===== src/uart_echo_params.svh =====
`ifndef UART_ECHO_PARAMS_SVH
`define UART_ECHO_PARAMS_SVH

// Serial bit period in w_clk cycles
// Kept small so simulation runs fast
`define UART_CLKS_PER_BIT 16

// Echo buffer size in bytes
`define UART_FIFO_DEPTH 8

// Pointer width, must cover UART_FIFO_DEPTH entries
`define UART_FIFO_AW 3

`endif


===== src/uart_echo_pkg.sv =====
package uart_echo_pkg;

// Receiver FSM
typedef enum logic [1:0] {
    RX_IDLE  = 2'd0,
    RX_START = 2'd1,
    RX_DATA  = 2'd2,
    RX_STOP  = 2'd3
} rx_state_e;

// Transmitter FSM
typedef enum logic [1:0] {
    TX_IDLE  = 2'd0,
    TX_START = 2'd1,
    TX_DATA  = 2'd2,
    TX_STOP  = 2'd3
} tx_state_e;

// Received byte, data valid only while strobe is high
typedef struct packed {
    logic       strobe;
    logic [7:0] data;
} byte_strobe_t;

// FIFO head view, data is meaningless while empty
typedef struct packed {
    logic       empty;
    logic [7:0] data;
} fifo_head_t;

endpackage


===== src/uart_byte_fifo.sv =====
`timescale 1ns/10ps
`include "uart_echo_params.svh"

module uart_byte_fifo (
    input  logic                        w_clk,
    input  logic                        i_nrst,
    input  uart_echo_pkg::byte_strobe_t i_push,
    input  logic                        i_pop,
    output uart_echo_pkg::fifo_head_t   o_head,
    output logic                        o_overflow
);

localparam int DEPTH = `UART_FIFO_DEPTH;
localparam int AW = `UART_FIFO_AW;
localparam logic [AW-1:0] LAST_PTR = AW'(DEPTH - 1);
localparam logic [AW:0] FULL_CNT = (AW+1)'(DEPTH);

logic [7:0] mem [DEPTH];
logic [AW-1:0] wr_ptr;
logic [AW-1:0] rd_ptr;
logic [AW:0] count;
logic empty;
logic full;
logic do_push;
logic do_pop;
logic overflow_q;

// Wrap also works for depths that are not a power of two
function automatic logic [AW-1:0] ptr_next(input logic [AW-1:0] ptr);
    if (ptr == LAST_PTR) begin
        return '0;
    end
    return ptr + 1'b1;
endfunction

assign empty = (count == '0);
assign full = (count == FULL_CNT);
assign do_pop = i_pop && !empty;
// A pop in the same cycle frees a slot for the incoming byte
assign do_push = i_push.strobe && (!full || do_pop);

always_ff @(posedge w_clk or negedge i_nrst) begin
    if (!i_nrst) begin
        wr_ptr <= '0;
        rd_ptr <= '0;
        count <= '0;
        overflow_q <= 1'b0;
    end else begin
        if (do_push) begin
            wr_ptr <= ptr_next(wr_ptr);
        end
        if (do_pop) begin
            rd_ptr <= ptr_next(rd_ptr);
        end
        case ({do_push, do_pop})
        2'b10: count <= count + 1'b1;
        2'b01: count <= count - 1'b1;
        default: count <= count;
        endcase
        // Byte lost, flag stays set until reset
        if (i_push.strobe && !do_push) begin
            overflow_q <= 1'b1;
        end
    end
end

always_ff @(posedge w_clk) begin
    if (do_push) begin
        mem[wr_ptr] <= i_push.data;
    end
end

assign o_head.empty = empty;
assign o_head.data = mem[rd_ptr];
assign o_overflow = overflow_q;

a_fifo_no_pop_empty: assert property (@(posedge w_clk) disable iff (!i_nrst)
    i_pop |-> !o_head.empty);

endmodule


===== src/uart_echo_top.sv =====
`timescale 1ns/10ps

module uart_echo_top (
    input  logic w_clk,
    input  logic i_nrst,
    input  logic i_rx,
    output logic o_tx,
    output logic o_frame_err,
    output logic o_overflow
);

uart_echo_pkg::byte_strobe_t w_rx_byte;
uart_echo_pkg::fifo_head_t w_head;
logic w_pop;

// Receiver pushes without back-pressure
uart_rx i_uart_rx (
    .w_clk       (w_clk),
    .i_nrst      (i_nrst),
    .i_rx        (i_rx),
    .o_byte      (w_rx_byte),
    .o_frame_err (o_frame_err)
);

uart_byte_fifo i_uart_byte_fifo (
    .w_clk      (w_clk),
    .i_nrst     (i_nrst),
    .i_push     (w_rx_byte),
    .i_pop      (w_pop),
    .o_head     (w_head),
    .o_overflow (o_overflow)
);

// Transmitter pulls from the FIFO head when idle
uart_tx i_uart_tx (
    .w_clk  (w_clk),
    .i_nrst (i_nrst),
    .i_head (w_head),
    .o_pop  (w_pop),
    .o_tx   (o_tx)
);

endmodule


===== src/uart_rx.sv =====
`timescale 1ns/10ps
`include "uart_echo_params.svh"

module uart_rx (
    input  logic                        w_clk,
    input  logic                        i_nrst,
    input  logic                        i_rx,
    output uart_echo_pkg::byte_strobe_t o_byte,
    output logic                        o_frame_err
);

localparam int CNT_W = $clog2(`UART_CLKS_PER_BIT);
localparam logic [CNT_W-1:0] BIT_LAST = CNT_W'(`UART_CLKS_PER_BIT - 1);
localparam logic [CNT_W-1:0] HALF_LAST = CNT_W'(`UART_CLKS_PER_BIT / 2 - 1);

uart_echo_pkg::rx_state_e state;
logic [CNT_W-1:0] cnt;
logic [2:0] bit_idx;
logic [7:0] shreg;
logic rx_meta;
logic rx_sync;
logic rx_prev;
logic byte_vld;
logic frame_err;
logic bit_end;

// Line idles high, so the synchronizer resets to one
always_ff @(posedge w_clk or negedge i_nrst) begin
    if (!i_nrst) begin
        rx_meta <= 1'b1;
        rx_sync <= 1'b1;
        rx_prev <= 1'b1;
    end else begin
        rx_meta <= i_rx;
        rx_sync <= rx_meta;
        rx_prev <= rx_sync;
    end
end

assign bit_end = (cnt == BIT_LAST);

always_ff @(posedge w_clk or negedge i_nrst) begin
    if (!i_nrst) begin
        state <= uart_echo_pkg::RX_IDLE;
        cnt <= '0;
        bit_idx <= '0;
        byte_vld <= 1'b0;
        frame_err <= 1'b0;
    end else begin
        byte_vld <= 1'b0;
        frame_err <= 1'b0;
        case (state)
        uart_echo_pkg::RX_IDLE: begin
            // Falling edge starts the frame
            if (rx_prev && !rx_sync) begin
                state <= uart_echo_pkg::RX_START;
                cnt <= '0;
            end
        end
        uart_echo_pkg::RX_START: begin
            if (cnt == HALF_LAST) begin
                cnt <= '0;
                bit_idx <= '0;
                // High again at mid start bit means a glitch
                state <= rx_sync ? uart_echo_pkg::RX_IDLE : uart_echo_pkg::RX_DATA;
            end else begin
                cnt <= cnt + 1'b1;
            end
        end
        uart_echo_pkg::RX_DATA: begin
            if (bit_end) begin
                cnt <= '0;
                bit_idx <= bit_idx + 1'b1;
                if (bit_idx == 3'd7) begin
                    state <= uart_echo_pkg::RX_STOP;
                end
            end else begin
                cnt <= cnt + 1'b1;
            end
        end
        uart_echo_pkg::RX_STOP: begin
            if (bit_end) begin
                cnt <= '0;
                byte_vld <= rx_sync;
                frame_err <= !rx_sync;
                state <= uart_echo_pkg::RX_IDLE;
            end else begin
                cnt <= cnt + 1'b1;
            end
        end
        default: state <= uart_echo_pkg::RX_IDLE;
        endcase
    end
end

// Data bits arrive LSB first, shift in from the top
always_ff @(posedge w_clk) begin
    if (state == uart_echo_pkg::RX_DATA && bit_end) begin
        shreg <= {rx_sync, shreg[7:1]};
    end
end

assign o_byte.strobe = byte_vld;
assign o_byte.data = shreg;
assign o_frame_err = frame_err;

a_rx_one_outcome: assert property (@(posedge w_clk) disable iff (!i_nrst)
    !(o_byte.strobe && o_frame_err));

a_rx_strobe_single: assert property (@(posedge w_clk) disable iff (!i_nrst)
    o_byte.strobe |=> !o_byte.strobe);

endmodule


===== src/uart_tx.sv =====
`timescale 1ns/10ps
`include "uart_echo_params.svh"

module uart_tx (
    input  logic                      w_clk,
    input  logic                      i_nrst,
    input  uart_echo_pkg::fifo_head_t i_head,
    output logic                      o_pop,
    output logic                      o_tx
);

localparam int CNT_W = $clog2(`UART_CLKS_PER_BIT);
localparam logic [CNT_W-1:0] BIT_LAST = CNT_W'(`UART_CLKS_PER_BIT - 1);
localparam logic [7:0] CHAR_CR = 8'h0D;
localparam logic [7:0] CHAR_LF = 8'h0A;

uart_echo_pkg::tx_state_e state;
logic [CNT_W-1:0] cnt;
logic [2:0] bit_idx;
logic [7:0] shreg;
logic [7:0] last_byte;
logic lf_pending;
logic tx_q;
logic bit_end;
logic start_frame;
logic insert_cr;
logic tx_shift;

assign bit_end = (cnt == BIT_LAST);
assign start_frame = (state == uart_echo_pkg::TX_IDLE) && !i_head.empty;

// Bare LF at the head, send a CR first and leave the LF in the FIFO
// lf_pending lets the same LF through once the CR is out
assign insert_cr = (i_head.data == CHAR_LF) && (last_byte != CHAR_CR) && !lf_pending;
assign o_pop = start_frame && !insert_cr;

// Next data bit is taken at the end of start and of data bits 0..6
assign tx_shift = bit_end && ((state == uart_echo_pkg::TX_START) ||
                              (state == uart_echo_pkg::TX_DATA && bit_idx != 3'd7));

always_ff @(posedge w_clk or negedge i_nrst) begin
    if (!i_nrst) begin
        state <= uart_echo_pkg::TX_IDLE;
        cnt <= '0;
        bit_idx <= '0;
        last_byte <= '0;
        lf_pending <= 1'b0;
        tx_q <= 1'b1;
    end else begin
        case (state)
        uart_echo_pkg::TX_IDLE: begin
            if (start_frame) begin
                state <= uart_echo_pkg::TX_START;
                cnt <= '0;
                tx_q <= 1'b0;
                if (insert_cr) begin
                    lf_pending <= 1'b1;
                end else begin
                    lf_pending <= 1'b0;
                    last_byte <= i_head.data;
                end
            end
        end
        uart_echo_pkg::TX_START: begin
            if (bit_end) begin
                cnt <= '0;
                bit_idx <= '0;
                tx_q <= shreg[0];
                state <= uart_echo_pkg::TX_DATA;
            end else begin
                cnt <= cnt + 1'b1;
            end
        end
        uart_echo_pkg::TX_DATA: begin
            if (bit_end) begin
                cnt <= '0;
                if (bit_idx == 3'd7) begin
                    tx_q <= 1'b1;
                    state <= uart_echo_pkg::TX_STOP;
                end else begin
                    bit_idx <= bit_idx + 1'b1;
                    tx_q <= shreg[0];
                end
            end else begin
                cnt <= cnt + 1'b1;
            end
        end
        uart_echo_pkg::TX_STOP: begin
            if (bit_end) begin
                cnt <= '0;
                state <= uart_echo_pkg::TX_IDLE;
            end else begin
                cnt <= cnt + 1'b1;
            end
        end
        default: state <= uart_echo_pkg::TX_IDLE;
        endcase
    end
end

always_ff @(posedge w_clk) begin
    if (start_frame) begin
        shreg <= insert_cr ? CHAR_CR : i_head.data;
    end else if (tx_shift) begin
        shreg <= {1'b0, shreg[7:1]};
    end
end

assign o_tx = tx_q;

// The start bit follows a pop on the next cycle
a_tx_pop_start: assert property (@(posedge w_clk) disable iff (!i_nrst)
    o_pop |=> (state == uart_echo_pkg::TX_START && !o_tx));

endmodule

===== config.mk =====
export PLATFORM = sky130hd
export DESIGN_NAME = uart_echo_top
export DESIGN_NICKNAME = d
export VERILOG_FILES = /design/src/uart_echo_pkg.sv /design/src/uart_byte_fifo.sv /design/src/uart_echo_top.sv /design/src/uart_rx.sv /design/src/uart_tx.sv
export VERILOG_INCLUDE_DIRS = /design/src
export SDC_FILE = /design/constraint.sdc
export NUM_CORES = 1
export LEC_CHECK = 0
export BUFFER_PORTS_ARGS = -buffer_cell sky130_fd_sc_hd__buf_2
export CAP_MARGIN = 20
export CORE_ASPECT_RATIO = 1.4
export CORE_UTILIZATION = 60
export CTS_CLUSTER_DIAMETER = 60
export DETAILED_ROUTE_END_ITERATION = 7
export GPL_ROUTABILITY_DRIVEN = 0
export PLACE_DENSITY = 0.83
export SYNTH_ARGS = -nofsm -noshare
export SYNTH_HDL_FRONTEND = slang
export SYNTH_SLANG_ARGS = --single-unit

===== constraint.sdc =====
create_clock -name w_clk -period 6.4 [get_ports w_clk]
set_input_delay 0 -clock w_clk [delete_from_list [all_inputs] [get_ports w_clk]]
set_output_delay 0 -clock w_clk [all_outputs]
set_load 0.05 [all_outputs]

Yosys cells after proc, flatten, opt, wreduce, memory -nomap -nowiden
Memory sizes are Yosys's and may differ from the RTL's.
Index checks and enable logic that the tools add are counted.
{"block": "totals", "regBits": 60, "ramBits": 64, "input_bits": 3, "output_inout_bits": 3, "word_cells": 147, "memories": 1}
{"name": "i_uart_byte_fifo.mem", "words": 8, "word_bits": 8, "read_ports": 1, "rd_clocked_by_memory_dff": 0, "wr": 1, "line_no": "uart_byte_fifo.sv:18", "source": "logic [7:0] mem [DEPTH];"}
{"block": "classes", "add_sub_neg": 8, "eq_ne": 30, "n_mux": 51, "bitwise_logic": 1, "n_reduce_logical": 36}
{"cell": "$mux 3", "n": 9}
{"cell": "$mux 8", "n": 3}
{"cell": "$mux 2", "n": 11}
{"cell": "$mux 4", "n": 5}
{"cell": "$ne 2x1->1 const B", "n": 9}
{"cell": "$pmux 2 s4", "n": 2}
{"cell": "$pmux 4 s2", "n": 2}
{"cell": "$mux 1", "n": 15}
{"cell": "$add 3x1->3 const B", "n": 4}
{"cell": "$add 4x1->4 const B", "n": 3}
{"cell": "$eq 3x3->1 const B", "n": 4}
{"cell": "$eq 4x4->1 const B", "n": 3}
{"cell": "$pmux 3 s2", "n": 2}
{"cell": "$pmux 4 s3", "n": 1}
{"cell": "$logic_and 1x1->1", "n": 11}
{"cell": "$eq 2x2->1 const B", "n": 5}
{"cell": "$reduce_and 5->1", "n": 2}
{"cell": "$eq 8x4->1 const B", "n": 1}
{"cell": "$ne 8x4->1 const B", "n": 1}
{"cell": "$reduce_and 4->1", "n": 2}
{"cell": "$reduce_bool 2->1", "n": 4}
{"cell": "$eq 2x1->1 const B", "n": 3}
{"cell": "$logic_not 1->1", "n": 6}
{"cell": "$reduce_and 3->1", "n": 2}
{"cell": "13 further kinds", "n": 16}

Longest topological paths before layout
An unclocked memory read counts as a cell.
{"block": "depth", "ltp_word": 11, "ltp_mapped": 16, "depth_no_buf": 13}

Cells and area by module
From an unflattened synthesis, not the netlist that was laid out.
{"block": "unflattened", "cells_unflattened": 382, "hier_area_um2": 5629.1}
{"module": "uart_byte_fifo", "n_inst": 1, "cells_each": 163, "area_per_inst_um2": 3218.1, "seq_area_each_um2": 2197.1}
{"module": "uart_tx", "n_inst": 1, "cells_each": 142, "area_per_inst_um2": 1437.6, "seq_area_each_um2": 716.9}
{"module": "uart_rx", "n_inst": 1, "cells_each": 77, "area_per_inst_um2": 973.4, "seq_area_each_um2": 594.3}

Worst setup path before layout
Ideal clock, no wire load.
{"block": "synth_path", "kind": "register to register", "from": "register i_uart_byte_fifo.rd_ptr[0]", "to": "register i_uart_byte_fifo.count[3]", "setup_time_ps": 125, "t_arrival_ps": 3181, "required_time_ps": 6275, "setup_slack_ps": 3094, "path_stages_with_launch": 17, "n_path_buf": 3, "synth_period_minus_slack_ps": 3306, "path_cell_list": "dfrtp_1 -> buf_6 -> buf_12 -> mux4_1 -> mux2i_1 -> and4_1 -> a31o_4 -> inv_2 -> buf_6 -> o21ai_0 -> ha_1 -> ha_1 -> a21o_1 -> a21oi_1 -> xnor2_1 -> nor2_1 -> xor2_1"}
{"block": "synth_between", "elab_chain_len": 11, "word_cells_on_any_way": 13, "cone_classes": "eq/ne: 3; mux: 1; reduce/logical: 8; memory: 1"}
{"element": "from (decl)", "line_no": "uart_byte_fifo.sv:20", "source": "logic [AW-1:0] rd_ptr;"}
{"element": "from (signal assigned)", "line_no": "uart_byte_fifo.sv:53", "source": "rd_ptr <= ptr_next(rd_ptr);"}
{"element": "$mem_v2 8x8 (*)"}
{"element": "$eq 8x4->1 (*)", "line_no": "uart_tx.sv:34", "source": "assign insert_cr = (i_head.data == CHAR_LF) && (last_byte != CHAR_CR) && !lf_pending;"}
{"element": "$logic_and 1x1->1 (*) (2 in series)", "line_no": "uart_tx.sv:34"}
{"element": "$logic_not 1->1 (*)", "line_no": "uart_tx.sv:35", "source": "assign o_pop = start_frame && !insert_cr;"}
{"element": "$logic_and 1x1->1 (*)", "line_no": "uart_tx.sv:35"}
{"element": "$logic_and 1x1->1 (*)", "line_no": "uart_byte_fifo.sv:38", "source": "assign do_pop = i_pop && !empty;"}
{"element": "via i_uart_byte_fifo.do_pop", "line_no": "uart_byte_fifo.sv:25", "source": "logic do_pop;"}
{"element": "$logic_or 1x1->1", "line_no": "uart_byte_fifo.sv:40", "source": "assign do_push = i_push.strobe && (!full || do_pop);"}
{"element": "$logic_and 1x1->1", "line_no": "uart_byte_fifo.sv:40"}
{"element": "$eq 2x1->1 or $eq 2x2->1 (tied branches)", "line_no": "uart_byte_fifo.sv:55", "source": "case ({do_push, do_pop})"}
{"element": "$pmux 4 s2 or $reduce_bool 2->1 (tied branches)"}
{"element": "to (signal assigned)", "line_no": "uart_byte_fifo.sv:56", "source": "2'b10: count <= count + 1'b1;"}
{"element": "to (signal assigned)", "line_no": "uart_byte_fifo.sv:57", "source": "2'b01: count <= count - 1'b1;"}
{"element": "to (signal assigned)", "line_no": "uart_byte_fifo.sv:58", "source": "default: count <= count;"}
{"element": "to (decl)", "line_no": "uart_byte_fifo.sv:21", "source": "logic [AW:0] count;"}
The timed path passes the listed nets; every way through them passes the cells marked *.
A chain may end at the register's enable or synchronous reset.

Final worst setup path
{"block": "layout_path", "from": "register i_uart_byte_fifo.rd_ptr[0]", "to": "register i_uart_byte_fifo.count[3]"}
{"block": "layout_between", "elab_chain_len": 11, "word_cells_on_any_way": 13, "cone_classes": "eq/ne: 3; mux: 1; reduce/logical: 8; memory: 1"}
{"element": "$mem_v2 8x8 (*)"}
{"element": "$eq 8x4->1 (*)", "line_no": "uart_tx.sv:34"}
{"element": "$logic_and 1x1->1 (*) (2 in series)", "line_no": "uart_tx.sv:34"}
{"element": "$logic_not 1->1 (*)", "line_no": "uart_tx.sv:35"}
{"element": "$logic_and 1x1->1 (*)", "line_no": "uart_tx.sv:35"}
{"element": "$logic_and 1x1->1 (*)", "line_no": "uart_byte_fifo.sv:38"}
{"element": "$logic_or 1x1->1", "line_no": "uart_byte_fifo.sv:40"}
{"element": "$logic_and 1x1->1", "line_no": "uart_byte_fifo.sv:40"}
{"element": "$eq 2x1->1 or $eq 2x2->1 (tied branches)", "line_no": "uart_byte_fifo.sv:55"}
{"element": "$pmux 4 s2 or $reduce_bool 2->1 (tied branches)"}
Mark *: on every way between the ends. The rest lies on a longest branch, timed or not.

==> impl_metrics.toml <==
[routing]
drt_iter0_markers = 219
drc_errors = 0
wire_per_inst_um = 20.6
vias = 3145
via_per_inst = 6.29
firstDrtPassIters = 4
routed_wl_um = 10300
ant_nets = 0

[cts]
clk_latency_ns = 0.41
clkTransAtPathRegs_ns = 0.06
numCtsBuffers = 17
cts_tree = "built"
cts_resized = 0
htreeDepth = 4
cts.path.max_buffers = 2
clock-sinks = 124
cts-root-buf = "clkbuf_16"

[critical_path]
startpoint_type = "register"
critPathLaunch = "i_uart_byte_fifo.rd_ptr[0]"
crit_fanout = 19
worstPathRequired_ns = 6.69
slowest_stage = "dfrtp_1"
crit_chain = "mux4_1 > mux2i_1 > and4_1 > a31o_4 > inv_2 > o21ai_0 > ha_1 > ha_1 > a21o_1 > a21oi_1 > xnor2_1 > nor2_1 > xor2_1"
crit_path_end_kind = "register"
critPathTopFamily = "multiplexers"
path_common_cell = "ha_1"
timing.rr.start = "i_uart_byte_fifo.rd_ptr[0]"
path_class = "reg -> reg"
cp_data_arrival_time_ns = 4.59
critPathMaxStageDelay_ns = 0.96
critPathBufInv = 1

[pwr]
p_comb_share_pct = 8.5
seq_power_share_pct = 44.2
p_int_w = 0.00160
p_per_area_nw_per_um2 = 327
power.switching_fraction_pct = 21.8
p_leak_nw = 2.43
p_total_w = 0.00205
pwr-share-clk_pct = 47.3
ir_worst_vdd_uv = 279
switchingPower_w = 0.000447

[finish]
diodes = 0
drive_gt1_share_pct = 16.7
ff_latch_area_um2 = 3510
nets = 407
layout_common_cells = "80 x edfxtp_1, 40 x dfrtp_1, 21 x nor2_1, 21 x ha_1, 19 x o21ai_0"
area_growth_pct = 14.1
fillers = 524
multi_input_area_um2 = 1860
final_common_cell = "edfxtp_1"

[logic_synthesis]
synth-seq-cells = 124
ys_async_sr_fraction_pct = 35.5
ys.warnings.count = 0
ys.flop_type = "edfxtp_1"
synthDistinctLibCells = 48
seq_area_frac_synth_pct = 64.0
synth_edf_count = 80
syn_area_um2 = 5480
synth.avg_cell_area_um2 = 15.0
synth_fp_nets = 391
synthCells = 366

[die]
dieHeight_um = 115
rows = 40
initial_core_util_pct = 63.0
die-width_um = 82.8
dieArea_um2 = 9530
ios = 6
core_um2 = 8710

[sta]
setup_tns_ns = 0
rsz0062_at_grt = "false"
finalHoldViolations = 0
finClkSkew_ns = 0.0112
period_share_pct = 67.1
tightest_slew_ns = 1.01
period_needed_ns = 4.29
timing.fmax_mhz = 233
finalWorstSetupSlack_ns = 2.11
finalSetupViolCount = 0
slew_headroom_pct = 32.9
drv_slew = 0

[placed_design]
pre_cts_ws_ns = 2.18
io_buffers = 5
hpwlAfterDp_um = 6710

[grt]
grt_overflow_total = 0
grt_pass1_wl_um = 16600
track_usage_pct = 24.9
first_global_vias = 3367
antenna_found_initial = 0
grt_max_degree = 45

[status]
status = "completed"

[run]
cap_violations = 0

[worst_hold_path]
hp-class = "in -> async"
registers in the layout, indices dropped and copies added (netlist names), 2 cells and up, named ones only:
signal	cells
i_uart_byte_fifo.wr_ptr	3
i_uart_rx.shreg	8
i_uart_byte_fifo.mem	64
i_uart_tx.last_byte	8
i_uart_tx.shreg	8
i_uart_rx.bit_idx	3
i_uart_byte_fifo.rd_ptr	3
i_uart_byte_fifo.count	4
i_uart_rx.cnt	4
i_uart_tx.cnt	4
i_uart_tx.state	2
i_uart_tx.bit_idx	3
cells by family after synthesis:
kind of cell | after synthesis | share of synthesized area (%)
mux | 34 | 11.0
xor+xnor | 6 | 0.959
simple gates | 79 | 7.26
buf+inv | 30 | 2.67
flops | 124 | 64.0
fa+ha+maj | 22 | 5.16
compound gates | 71 | 8.95
layer usage:
layer  GRT usage, %  up-vias  wire, um
met5              0        -         0
met4           12.3        0       278
met3           8.65       21       512
met2           40.3      107      5430
met1           29.3     1575      4090
li1               -     1442         -
area by class of cell:
class,instances,area share [%]
clock buffers,17,6.80
repair buffers,11,1.52
clock inverters,15,2.86
well taps,105,2.10
multi-input cells,212,29.7
inverters,16,0.960
flip-flops and latches,124,56.1
synthesized netlist by cell type, types with 7 or more instances:
cell	n	area (um2)
mux2i_1	9	90.1
dfrtp_1	40	1000
inv_1	15	56.3
a21o_1	11	82.6
a22o_1	7	61.3
edfxtp_1	80	2400
clkbuf_1	8	30.0
o21ai_0	19	95.1
nand3_1	7	35.0
nand2_1	17	63.8
mux4_1	11	289
ha_1	21	263
a21oi_1	10	50.1
nor2_1	21	78.8
a211oi_1	8	60.1
power by group through the flow:
stage / Combinational [W] / Sequential (W) / Clock [W]
after detailed placement: 0.000169 / 0.000920 / 0
final: 0.000173 / 0.000905 / 0.000969
after floorplan: 0.000134 / 0.000911 / 0
after global placement: 0.000161 / 0.000917 / 0
after CTS: 0.000172 / 0.000904 / 0.000978
after global routing: 0.000198 / 0.000909 / 0.00102
repair_timing:
item | in CTS | in global routing
buffers inserted | 0 | 0
hold buffers | 2 | 0
endpoints found under the setup margin | 0 | 0
hold endpoints to repair | 41 | 0
stage by stage:
stage	util [%]	instance area [um2]	cells	hold WS, ns
after global placement	64.3	5600	464	0.105
after CTS	71.5	6220	498	0.218
after floorplan	-	5480	366	-0.296
after detailed placement	64.3	5600	464	0.106
final	71.9	6260	500	0.121
after global routing	71.9	6260	500	0.176
worst paths after layout:
| path | end | depth (start not counted) | slack (ns) |
|---|---|---|---|
| hold reg to reg | i_uart_rx.rx_sync | 0 | 0.36 |
| setup reg to reg | i_uart_byte_fifo.count[3] | 13 | 2.11 |
| max in group asynchronous | i_uart_rx.rx_prev | 3 | 5.69 |
| min in group w_clk | i_uart_rx.rx_meta | 2 | 0.24 |
| hold / removal | i_uart_tx.cnt[2] | 2 | 0.12 |
| setup / recovery | i_uart_byte_fifo.count[3] | 13 | 2.11 |
No activity file was read; power rests on OpenSTA's default activity.
